### src/source/mem_settings.svh
`ifndef MEM_SETTINGS_SVH
`define MEM_SETTINGS_SVH

// load/store buffer entries, also the initial load/store credit count.
`define LSB_DEPTH 8

// fetch queue entries, also the initial fetch credit count.
`define FETCH_DEPTH 4

// ram address width, addresses are truncated to this.
`define RAM_AWIDTH 8

// width of the tag that names an operation to the core.
`define TAG_W 3

`endif

### src/source/mem_pkg.sv
`default_nettype none

package mem_pkg;

    // memory operation kinds issued by the core.
    typedef enum logic [2:0] {
        OP_LB,
        OP_LH,
        OP_LW,
        OP_LBU,
        OP_LHU,
        OP_SB,
        OP_SH,
        OP_SW
    } mem_op_e;

    // one memory word, either as byte lanes (lane 0 is least significant) or whole.
    typedef union packed {
        logic [3:0][7:0] lanes;
        logic [31:0]     word;
    } mem_word_u;

    function automatic logic op_is_store(mem_op_e op);
        return (op == OP_SB) || (op == OP_SH) || (op == OP_SW);
    endfunction

    // number of bytes moved by an operation.
    function automatic logic [2:0] op_bytes(mem_op_e op);
        logic [2:0] n;
        case (op)
            OP_LB, OP_LBU, OP_SB: n = 3'd1;
            OP_LH, OP_LHU, OP_SH: n = 3'd2;
            default:              n = 3'd4;
        endcase
        return n;
    endfunction

endpackage

`default_nettype wire

### src/source/lsb_queue.sv
`timescale 1ns/1ns
`default_nettype none

`include "mem_settings.svh"

module lsb_queue (
    input  wire logic              clk,
    input  wire logic              rst,
    input  wire logic              mem_valid,
    input  wire mem_pkg::mem_op_e  mem_op,
    input  wire logic [31:0]       mem_addr,
    input  wire logic [31:0]       mem_wdata,
    input  wire logic [`TAG_W-1:0] mem_tag,
    input  wire logic              commit,
    input  wire logic              head_take,
    output logic                   head_ready,
    output mem_pkg::mem_op_e       head_op,
    output logic [31:0]            head_addr,
    output logic [31:0]            head_wdata,
    output logic [`TAG_W-1:0]      head_tag,
    output logic                   lsb_credit
);
    import mem_pkg::*;

    localparam int PTR_W = $clog2(`LSB_DEPTH);
    localparam int CNT_W = $clog2(`LSB_DEPTH + 1);

    mem_op_e           op_mem    [`LSB_DEPTH];
    logic [31:0]       addr_mem  [`LSB_DEPTH];
    logic [31:0]       wdata_mem [`LSB_DEPTH];
    logic [`TAG_W-1:0] tag_mem   [`LSB_DEPTH];

    logic [PTR_W-1:0] head;
    logic [PTR_W-1:0] tail;
    logic [CNT_W-1:0] count;
    logic [CNT_W-1:0] committed;
    logic             pop;

    // the head may leave only after the core has committed it.
    assign head_ready = (count != '0) && (committed != '0);
    assign pop        = head_take && head_ready;
    assign lsb_credit = pop;

    assign head_op    = op_mem[head];
    assign head_addr  = addr_mem[head];
    assign head_wdata = wdata_mem[head];
    assign head_tag   = tag_mem[head];

    always_ff @(posedge clk) begin
        if (mem_valid) begin
            op_mem[tail]    <= mem_op;
            addr_mem[tail]  <= mem_addr;
            wdata_mem[tail] <= mem_wdata;
            tag_mem[tail]   <= mem_tag;
        end
    end

    always_ff @(posedge clk) begin
        if (!rst) begin
            head      <= '0;
            tail      <= '0;
            count     <= '0;
            committed <= '0;
        end else begin
            if (mem_valid) begin
                tail <= (tail == PTR_W'(`LSB_DEPTH - 1)) ? '0 : tail + 1'b1;
            end
            if (pop) begin
                head <= (head == PTR_W'(`LSB_DEPTH - 1)) ? '0 : head + 1'b1;
            end
            case ({mem_valid, pop})
                2'b10:   count <= count + 1'b1;
                2'b01:   count <= count - 1'b1;
                default: count <= count;
            endcase
            // commits not yet taken by the controller.
            case ({commit, pop})
                2'b10:   committed <= committed + 1'b1;
                2'b01:   committed <= committed - 1'b1;
                default: committed <= committed;
            endcase
        end
    end

endmodule

`default_nettype wire

### src/source/fetch_queue.sv
`timescale 1ns/1ns
`default_nettype none

`include "mem_settings.svh"

module fetch_queue (
    input  wire logic        clk,
    input  wire logic        rst,
    input  wire logic        fetch_valid,
    input  wire logic [31:0] fetch_pc,
    input  wire logic        fq_take,
    output logic             fq_ready,
    output logic [31:0]      fq_pc,
    output logic             fetch_credit
);

    localparam int PTR_W = $clog2(`FETCH_DEPTH);
    localparam int CNT_W = $clog2(`FETCH_DEPTH + 1);

    logic [31:0]      pc_mem [`FETCH_DEPTH];
    logic [PTR_W-1:0] head;
    logic [PTR_W-1:0] tail;
    logic [CNT_W-1:0] count;
    logic             pop;

    assign fq_ready     = (count != '0);
    assign pop          = fq_take && fq_ready;
    assign fetch_credit = pop;
    assign fq_pc        = pc_mem[head];

    always_ff @(posedge clk) begin
        if (fetch_valid) begin
            pc_mem[tail] <= fetch_pc;
        end
    end

    always_ff @(posedge clk) begin
        if (!rst) begin
            head  <= '0;
            tail  <= '0;
            count <= '0;
        end else begin
            if (fetch_valid) begin
                tail <= (tail == PTR_W'(`FETCH_DEPTH - 1)) ? '0 : tail + 1'b1;
            end
            if (pop) begin
                head <= (head == PTR_W'(`FETCH_DEPTH - 1)) ? '0 : head + 1'b1;
            end
            case ({fetch_valid, pop})
                2'b10:   count <= count + 1'b1;
                2'b01:   count <= count - 1'b1;
                default: count <= count;
            endcase
        end
    end

endmodule

`default_nettype wire

### src/source/byte_mem_ctrl.sv
`timescale 1ns/1ns
`default_nettype none

`include "mem_settings.svh"

module byte_mem_ctrl (
    input  wire logic                  clk,
    input  wire logic                  rst,
    input  wire logic                  head_ready,
    input  wire mem_pkg::mem_op_e      head_op,
    input  wire logic [31:0]           head_addr,
    input  wire logic [31:0]           head_wdata,
    input  wire logic [`TAG_W-1:0]     head_tag,
    input  wire logic                  fq_ready,
    input  wire logic [31:0]           fq_pc,
    input  wire logic [7:0]            ram_rbyte,
    output logic                       head_take,
    output logic                       fq_take,
    output logic [`RAM_AWIDTH-1:0]     ram_addr,
    output logic                       ram_we,
    output logic [7:0]                 ram_wbyte,
    output logic                       mem_done,
    output logic [`TAG_W-1:0]          mem_tag_out,
    output logic [31:0]                mem_rdata,
    output logic                       fetch_done,
    output logic [31:0]                fetch_insn
);
    import mem_pkg::*;

    localparam logic [1:0] S_IDLE  = 2'd0;
    localparam logic [1:0] S_WRITE = 2'd1;
    localparam logic [1:0] S_READ  = 2'd2;
    localparam logic [1:0] S_DONE  = 2'd3;

    logic [1:0]             state;
    logic [2:0]             addr_cnt;
    logic [2:0]             cap_cnt;
    logic                   rd_pend;
    logic                   is_fetch;
    logic                   issue_rd;

    mem_op_e                op_q;
    logic [`TAG_W-1:0]      tag_q;
    logic [`RAM_AWIDTH-1:0] base_q;
    logic [2:0]             len_q;
    mem_word_u              data_q;

    // committed data operations win over fetches.
    assign head_take = (state == S_IDLE) && head_ready;
    assign fq_take   = (state == S_IDLE) && !head_ready && fq_ready;
    assign issue_rd  = (state == S_READ) && (addr_cnt != len_q);

    assign ram_addr  = base_q + `RAM_AWIDTH'(addr_cnt);
    assign ram_we    = (state == S_WRITE);
    assign ram_wbyte = data_q.lanes[addr_cnt[1:0]];

    always_ff @(posedge clk) begin
        if (!rst) begin
            state    <= S_IDLE;
            addr_cnt <= '0;
            cap_cnt  <= '0;
            rd_pend  <= 1'b0;
            is_fetch <= 1'b0;
        end else begin
            // ram data comes back one cycle after its address.
            rd_pend <= issue_rd;
            case (state)
                S_IDLE: begin
                    addr_cnt <= '0;
                    cap_cnt  <= '0;
                    if (head_take) begin
                        is_fetch <= 1'b0;
                        state    <= op_is_store(head_op) ? S_WRITE : S_READ;
                    end else if (fq_take) begin
                        is_fetch <= 1'b1;
                        state    <= S_READ;
                    end
                end
                S_WRITE: begin
                    addr_cnt <= addr_cnt + 3'd1;
                    if (addr_cnt == len_q - 3'd1) begin
                        state <= S_DONE;
                    end
                end
                S_READ: begin
                    if (issue_rd) begin
                        addr_cnt <= addr_cnt + 3'd1;
                    end
                    if (rd_pend) begin
                        cap_cnt <= cap_cnt + 3'd1;
                        if (cap_cnt == len_q - 3'd1) begin
                            state <= S_DONE;
                        end
                    end
                end
                default: begin
                    state <= S_IDLE;
                end
            endcase
        end
    end

    always_ff @(posedge clk) begin
        if (head_take) begin
            op_q        <= head_op;
            tag_q       <= head_tag;
            base_q      <= head_addr[`RAM_AWIDTH-1:0];
            len_q       <= op_bytes(head_op);
            data_q.word <= op_is_store(head_op) ? head_wdata : 32'd0;
        end else if (fq_take) begin
            op_q        <= OP_LW;
            base_q      <= fq_pc[`RAM_AWIDTH-1:0];
            len_q       <= 3'd4;
            data_q.word <= 32'd0;
        end else if ((state == S_READ) && rd_pend) begin
            data_q.lanes[cap_cnt[1:0]] <= ram_rbyte;
        end
    end

    assign mem_done    = (state == S_DONE) && !is_fetch;
    assign fetch_done  = (state == S_DONE) && is_fetch;
    assign mem_tag_out = tag_q;
    assign fetch_insn  = data_q.word;

    // extend the assembled word by load kind, stores report zero.
    always_comb begin
        case (op_q)
            OP_LB:   mem_rdata = {{24{data_q.lanes[0][7]}}, data_q.lanes[0]};
            OP_LBU:  mem_rdata = {24'd0, data_q.lanes[0]};
            OP_LH:   mem_rdata = {{16{data_q.word[15]}}, data_q.word[15:0]};
            OP_LHU:  mem_rdata = {16'd0, data_q.word[15:0]};
            OP_LW:   mem_rdata = data_q.word;
            default: mem_rdata = 32'd0;
        endcase
    end

endmodule

`default_nettype wire

### src/source/byte_ram.sv
`timescale 1ns/1ns
`default_nettype none

`include "mem_settings.svh"

module byte_ram (
    input  wire logic                   clk,
    input  wire logic [`RAM_AWIDTH-1:0] ram_addr,
    input  wire logic                   ram_we,
    input  wire logic [7:0]             ram_wbyte,
    output logic [7:0]                  ram_rbyte
);

    localparam int DEPTH = 1 << `RAM_AWIDTH;

    logic [7:0] mem [DEPTH];

    // read returns the old byte when the same address is written.
    always_ff @(posedge clk) begin
        if (ram_we) begin
            mem[ram_addr] <= ram_wbyte;
        end
        ram_rbyte <= mem[ram_addr];
    end

endmodule

`default_nettype wire

### src/source/mem_subsystem.sv
`timescale 1ns/1ns
`default_nettype none

`include "mem_settings.svh"

module mem_subsystem (
    input  wire logic              clk,
    input  wire logic              rst,
    input  wire logic              mem_valid,
    input  wire mem_pkg::mem_op_e  mem_op,
    input  wire logic [31:0]       mem_addr,
    input  wire logic [31:0]       mem_wdata,
    input  wire logic [`TAG_W-1:0] mem_tag,
    input  wire logic              commit,
    output wire logic              lsb_credit,
    input  wire logic              fetch_valid,
    input  wire logic [31:0]       fetch_pc,
    output wire logic              fetch_credit,
    output wire logic              mem_done,
    output wire logic [`TAG_W-1:0] mem_tag_out,
    output wire logic [31:0]       mem_rdata,
    output wire logic              fetch_done,
    output wire logic [31:0]       fetch_insn
);
    import mem_pkg::*;

    wire logic                   head_ready;
    wire mem_op_e                head_op;
    wire logic [31:0]            head_addr;
    wire logic [31:0]            head_wdata;
    wire logic [`TAG_W-1:0]      head_tag;
    wire logic                   head_take;
    wire logic                   fq_ready;
    wire logic [31:0]            fq_pc;
    wire logic                   fq_take;
    wire logic [`RAM_AWIDTH-1:0] ram_addr;
    wire logic                   ram_we;
    wire logic [7:0]             ram_wbyte;
    wire logic [7:0]             ram_rbyte;

    lsb_queue u_lsb (
        .clk(clk), .rst(rst), .mem_valid(mem_valid), .mem_op(mem_op),
        .mem_addr(mem_addr), .mem_wdata(mem_wdata), .mem_tag(mem_tag),
        .commit(commit), .head_take(head_take), .head_ready(head_ready),
        .head_op(head_op), .head_addr(head_addr), .head_wdata(head_wdata),
        .head_tag(head_tag), .lsb_credit(lsb_credit)
    );

    fetch_queue u_fetch (
        .clk(clk), .rst(rst), .fetch_valid(fetch_valid), .fetch_pc(fetch_pc),
        .fq_take(fq_take), .fq_ready(fq_ready), .fq_pc(fq_pc),
        .fetch_credit(fetch_credit)
    );

    byte_mem_ctrl u_ctrl (
        .clk(clk), .rst(rst), .head_ready(head_ready), .head_op(head_op),
        .head_addr(head_addr), .head_wdata(head_wdata), .head_tag(head_tag),
        .fq_ready(fq_ready), .fq_pc(fq_pc), .ram_rbyte(ram_rbyte),
        .head_take(head_take), .fq_take(fq_take), .ram_addr(ram_addr),
        .ram_we(ram_we), .ram_wbyte(ram_wbyte), .mem_done(mem_done),
        .mem_tag_out(mem_tag_out), .mem_rdata(mem_rdata),
        .fetch_done(fetch_done), .fetch_insn(fetch_insn)
    );

    byte_ram u_ram (
        .clk(clk), .ram_addr(ram_addr), .ram_we(ram_we),
        .ram_wbyte(ram_wbyte), .ram_rbyte(ram_rbyte)
    );

endmodule

`default_nettype wire

### config.mk
export PLATFORM = sky130hd
export DESIGN_NAME = mem_subsystem
export DESIGN_NICKNAME = d
export VERILOG_FILES = /design/src/source/mem_pkg.sv /design/src/source/lsb_queue.sv /design/src/source/fetch_queue.sv /design/src/source/byte_mem_ctrl.sv /design/src/source/byte_ram.sv /design/src/source/mem_subsystem.sv
export VERILOG_INCLUDE_DIRS = /design/src /design/src/source
export SDC_FILE = /design/constraint.sdc
export NUM_CORES = 2
export LEC_CHECK = 0
export BUFFER_PORTS_ARGS = -buffer_cell sky130_fd_sc_hd__buf_2
export CAP_MARGIN = 20
export CORE_ASPECT_RATIO = 1.5
export CORE_MARGIN = 2
export CORE_UTILIZATION = 45
export DETAILED_ROUTE_END_ITERATION = 10
export GPL_TIMING_DRIVEN = 0
export PLACE_DENSITY_LB_ADDON = 0.3
export SETUP_SLACK_MARGIN = 0.5
export SLEW_MARGIN = 10
export SYNTH_ARGS = -nofsm -noshare
export SYNTH_HDL_FRONTEND = slang
export SYNTH_SLANG_ARGS = --single-unit
export TNS_END_PERCENT = 20
### constraint.sdc
create_clock -name clk -period 5.85 [get_ports clk]
set_input_delay 0.585 -clock clk [delete_from_list [all_inputs] [get_ports clk]]
set_output_delay 0.585 -clock clk [all_outputs]
set_load 0.005 [all_outputs]
==> out/results.ini <==
[run_status]
outcome=finished clean

[clock_network]
path_clk_slew_ns=0.07
clk_latency_ns=0.93
cts_tree=done
clockRootBuffer=clkbuf_16
numCtsBuffers=225
clk_path_buf_depth=4
cts_sinks=2541
htree_levels=4

[critical_path]
path_cells=ha_1 > fa_1 > buf_4 > buf_2 > buf_2 > mux4_2 > nand2_1 > nand2_1 > o21ai_0 > o22ai_1 > nor4_1 > nand4b_1
crit_family=buffers and inverters
arrival_ns=6.43
startpoint_type=register
setup.worst_path.class=register to register
cp_slowest_stage_delay_ns=0.84
worstPathMaxFanout=10
cp-end-kind=register
path_buf_inv=3
slowest_stage=nor4_1
cp.required_ns=6.52

[timing]
setup_viol=0
setup-tns-final_ns=0
relSlewSlack_pct=11.75
fin_crit_ns=5.760
fin_crit_sh_pct=98.47
final-max-slew-violation-count=0
clock_skew_ns=0.06867
grt_setup_unrepaired=true
timing.hold.ws_ns=0.04022
timing.fmax_mhz=173.6
worstMarginPinSlew_ns=1.324
hold_viol=0

[layout]
fin_area_um2=115200
drive_above_1_share_pct=28.36
syn_to_final_growth_pct=15.63
nets=5701
finalNonFillerCells=8639

[place]
placed_area_um2=106000
gp_congestion=1.056
hpwl_um=246800
place_inst=8146
portBuffers=129

[synth]
syn_nets=5182
synth_cells=5043
synth.top_cell.area_share_pct=75.24
synth.most_common_cell=edfxtp_1
yosys-top-cells-count=edfxtp_1, mux4_2, nand2_1
synth-edff-count=2497
synth_top_area_cell=edfxtp_1
postSynth.asyncResetShare_pct=0
synth_seq_area_share_pct=76.12
synth_top_flop_cell=edfxtp_1
ys_ff_latch=2541
yosysUniqueCellTypes=70
synth.area.top_cells=edfxtp_1, mux4_2, nand2_1
synthesis.area_um2=99660
synth-warning-count=0
syn_avg_cell_area_um2=19.76

[detailed_routing]
drt_iter0_drc=9493
wire_per_inst_um=42.35
via_per_inst=6.560
vias=56670
routed_wl_um=365900
drc=0
first_pass_iters=6
final_antenna_net_count=0

[power]
peakVddDrop_uv=476.9
p_total_w=0.07294
p_leak_nw=36.66
p_per_area_nw_per_um2=633.0

[floorplanning]
die-area_um2=225300
die_x_um=388.2
core_area_um2=220200
start_util_pct=45.26
io_pins=178
die_y_um=580.4
fp-row-count=211

[global_route]
antenna_found_initial=25
grt_usage_pct=32.29
grt_pass1_vias=55730
overflow=0
grt_max_degree=89
grt_pass1_wl_um=484700

[min_path]
worstHoldPathType=input pin to register

[flow_run]
cap_violations=0

[stage by stage]
| stage | setup slack [ns] | utilization (%) |
|---|---|---|
| after floorplan | 1.508 | - |
| after global placement | -2.643 | 47.19 |
| after detailed placement | -1.162 | 48.14 |
| after CTS | 0.3129 | 52.18 |
| after global routing | 0.2899 | 52.32 |
| final | 0.08973 | 52.34 |
[where the power goes]
group          leakage, nW  total [W]  internal [W]  switching [W]
registers             22.9     0.0241        0.0237       0.000400
logic                 10.2     0.0337       0.00967         0.0240
clock network         3.55     0.0152       0.00835        0.00681
total                 36.7     0.0729        0.0417         0.0313
[cell type report]
| class | count | area (µm²) |
|---|---|---|
| diodes | 21 | 52.55 |
| plain buffers | 296 | 1546 |
| clock buffers | 265 | 5862 |
| clock inverters | 143 | 1440 |
| fillers | 17390 | 104900 |
| inverters | 24 | 90.09 |
| multi-input cells | 2182 | 23650 |
| flip-flops and latches | 2541 | 75860 |
| well taps | 2875 | 3597 |
| repair buffers | 292 | 3141 |
[state kept, by name, summed over array words and instances (netlist names), 4 cells and up, named ones only]
name and cells:
u_ram.mem 2048, u_lsb.wdata_mem 256, u_lsb.addr_mem 64, u_ctrl.fetch_insn 32, u_fetch.pc_mem 32, u_lsb.op_mem 24
u_lsb.tag_mem 24, u_ctrl.base_q 8, u_ram.ram_rbyte 8, u_lsb.committed 4, u_lsb.count 4
[worst min-delay path, cell delays in order]
cell,delay (ns)
buf_2,0.14
mux2i_1,0.08
nor2b_1,0.10
[kinds of logic after synthesis]
logic type	Yosys count	share of synthesized area [%]
DFF	2541	76.12
muxes	710	15.09
AOI/OAI and AO/OA	331	2.138
buffers and inverters	320	1.370
xor gates and xnor gates	25	0.2197
and+or+nand+nor	1084	4.644
adders and majority gates	32	0.4168
[cell usage in the layout, fill, tap and decap left out, types with 28 or more instances in the layout]
cell type | synthesis | routed
and3_1 | 45 | 45
nand2_1 | 567 | 566
clkinv_2 | 0 | 38
nor2_1 | 286 | 116
mux4_2 | 633 | 625
nor2_2 | 0 | 69
clkbuf_1 | 155 | 104
buf_4 | 12 | 37
dfxtp_1 | 44 | 44
a21o_1 | 28 | 28
mux2i_1 | 69 | 69
edfxtp_1 | 2497 | 2497
o22ai_1 | 31 | 31
o21ai_0 | 125 | 118
buf_2 | 83 | 220
dlygate4sd3_1 | 0 | 55
nand4_1 | 73 | 73
clkbuf_4 | 0 | 40
ha_1 | 30 | 30
clkbuf_2 | 0 | 54
clkinv_1 | 0 | 47
clkbuf_16 | 0 | 226
buf_16 | 0 | 33
nor2_4 | 0 | 101
[per-layer routing]
metal,track usage (%),vias up,routed length [µm]
met5,0.06417,-,182
met4,27.66,20,40020
met3,9.505,1281,41690
met2,51.35,4341,172000
met1,35.55,29540,112000
li1,-,21490,-
[timing repair]
item	4_1_cts	5_1_grt
gates resized for setup	310	63
buffers inserted	0	3
pin swaps	0	3
hold endpoints to repair	401	0
hold buffers	55	0
endpoints found under the setup margin	2056	1585
[path summary, 6_finish.rpt]
check | slack (ns) | to | from | cells past startpoint
setup / recovery | 0.09 | u_ram.ram_rbyte[5] | u_ctrl.base_q[0] | 12
hold / removal | 0.04 | u_lsb.tail[2] | mem_valid | 3
setup reg to reg | 0.09 | u_ram.ram_rbyte[5] | u_ctrl.base_q[0] | 12
hold reg to reg | 0.51 | u_fetch.head[1] | u_fetch.head[1] | 2
No activity file was read; power rests on OpenSTA's default activity.
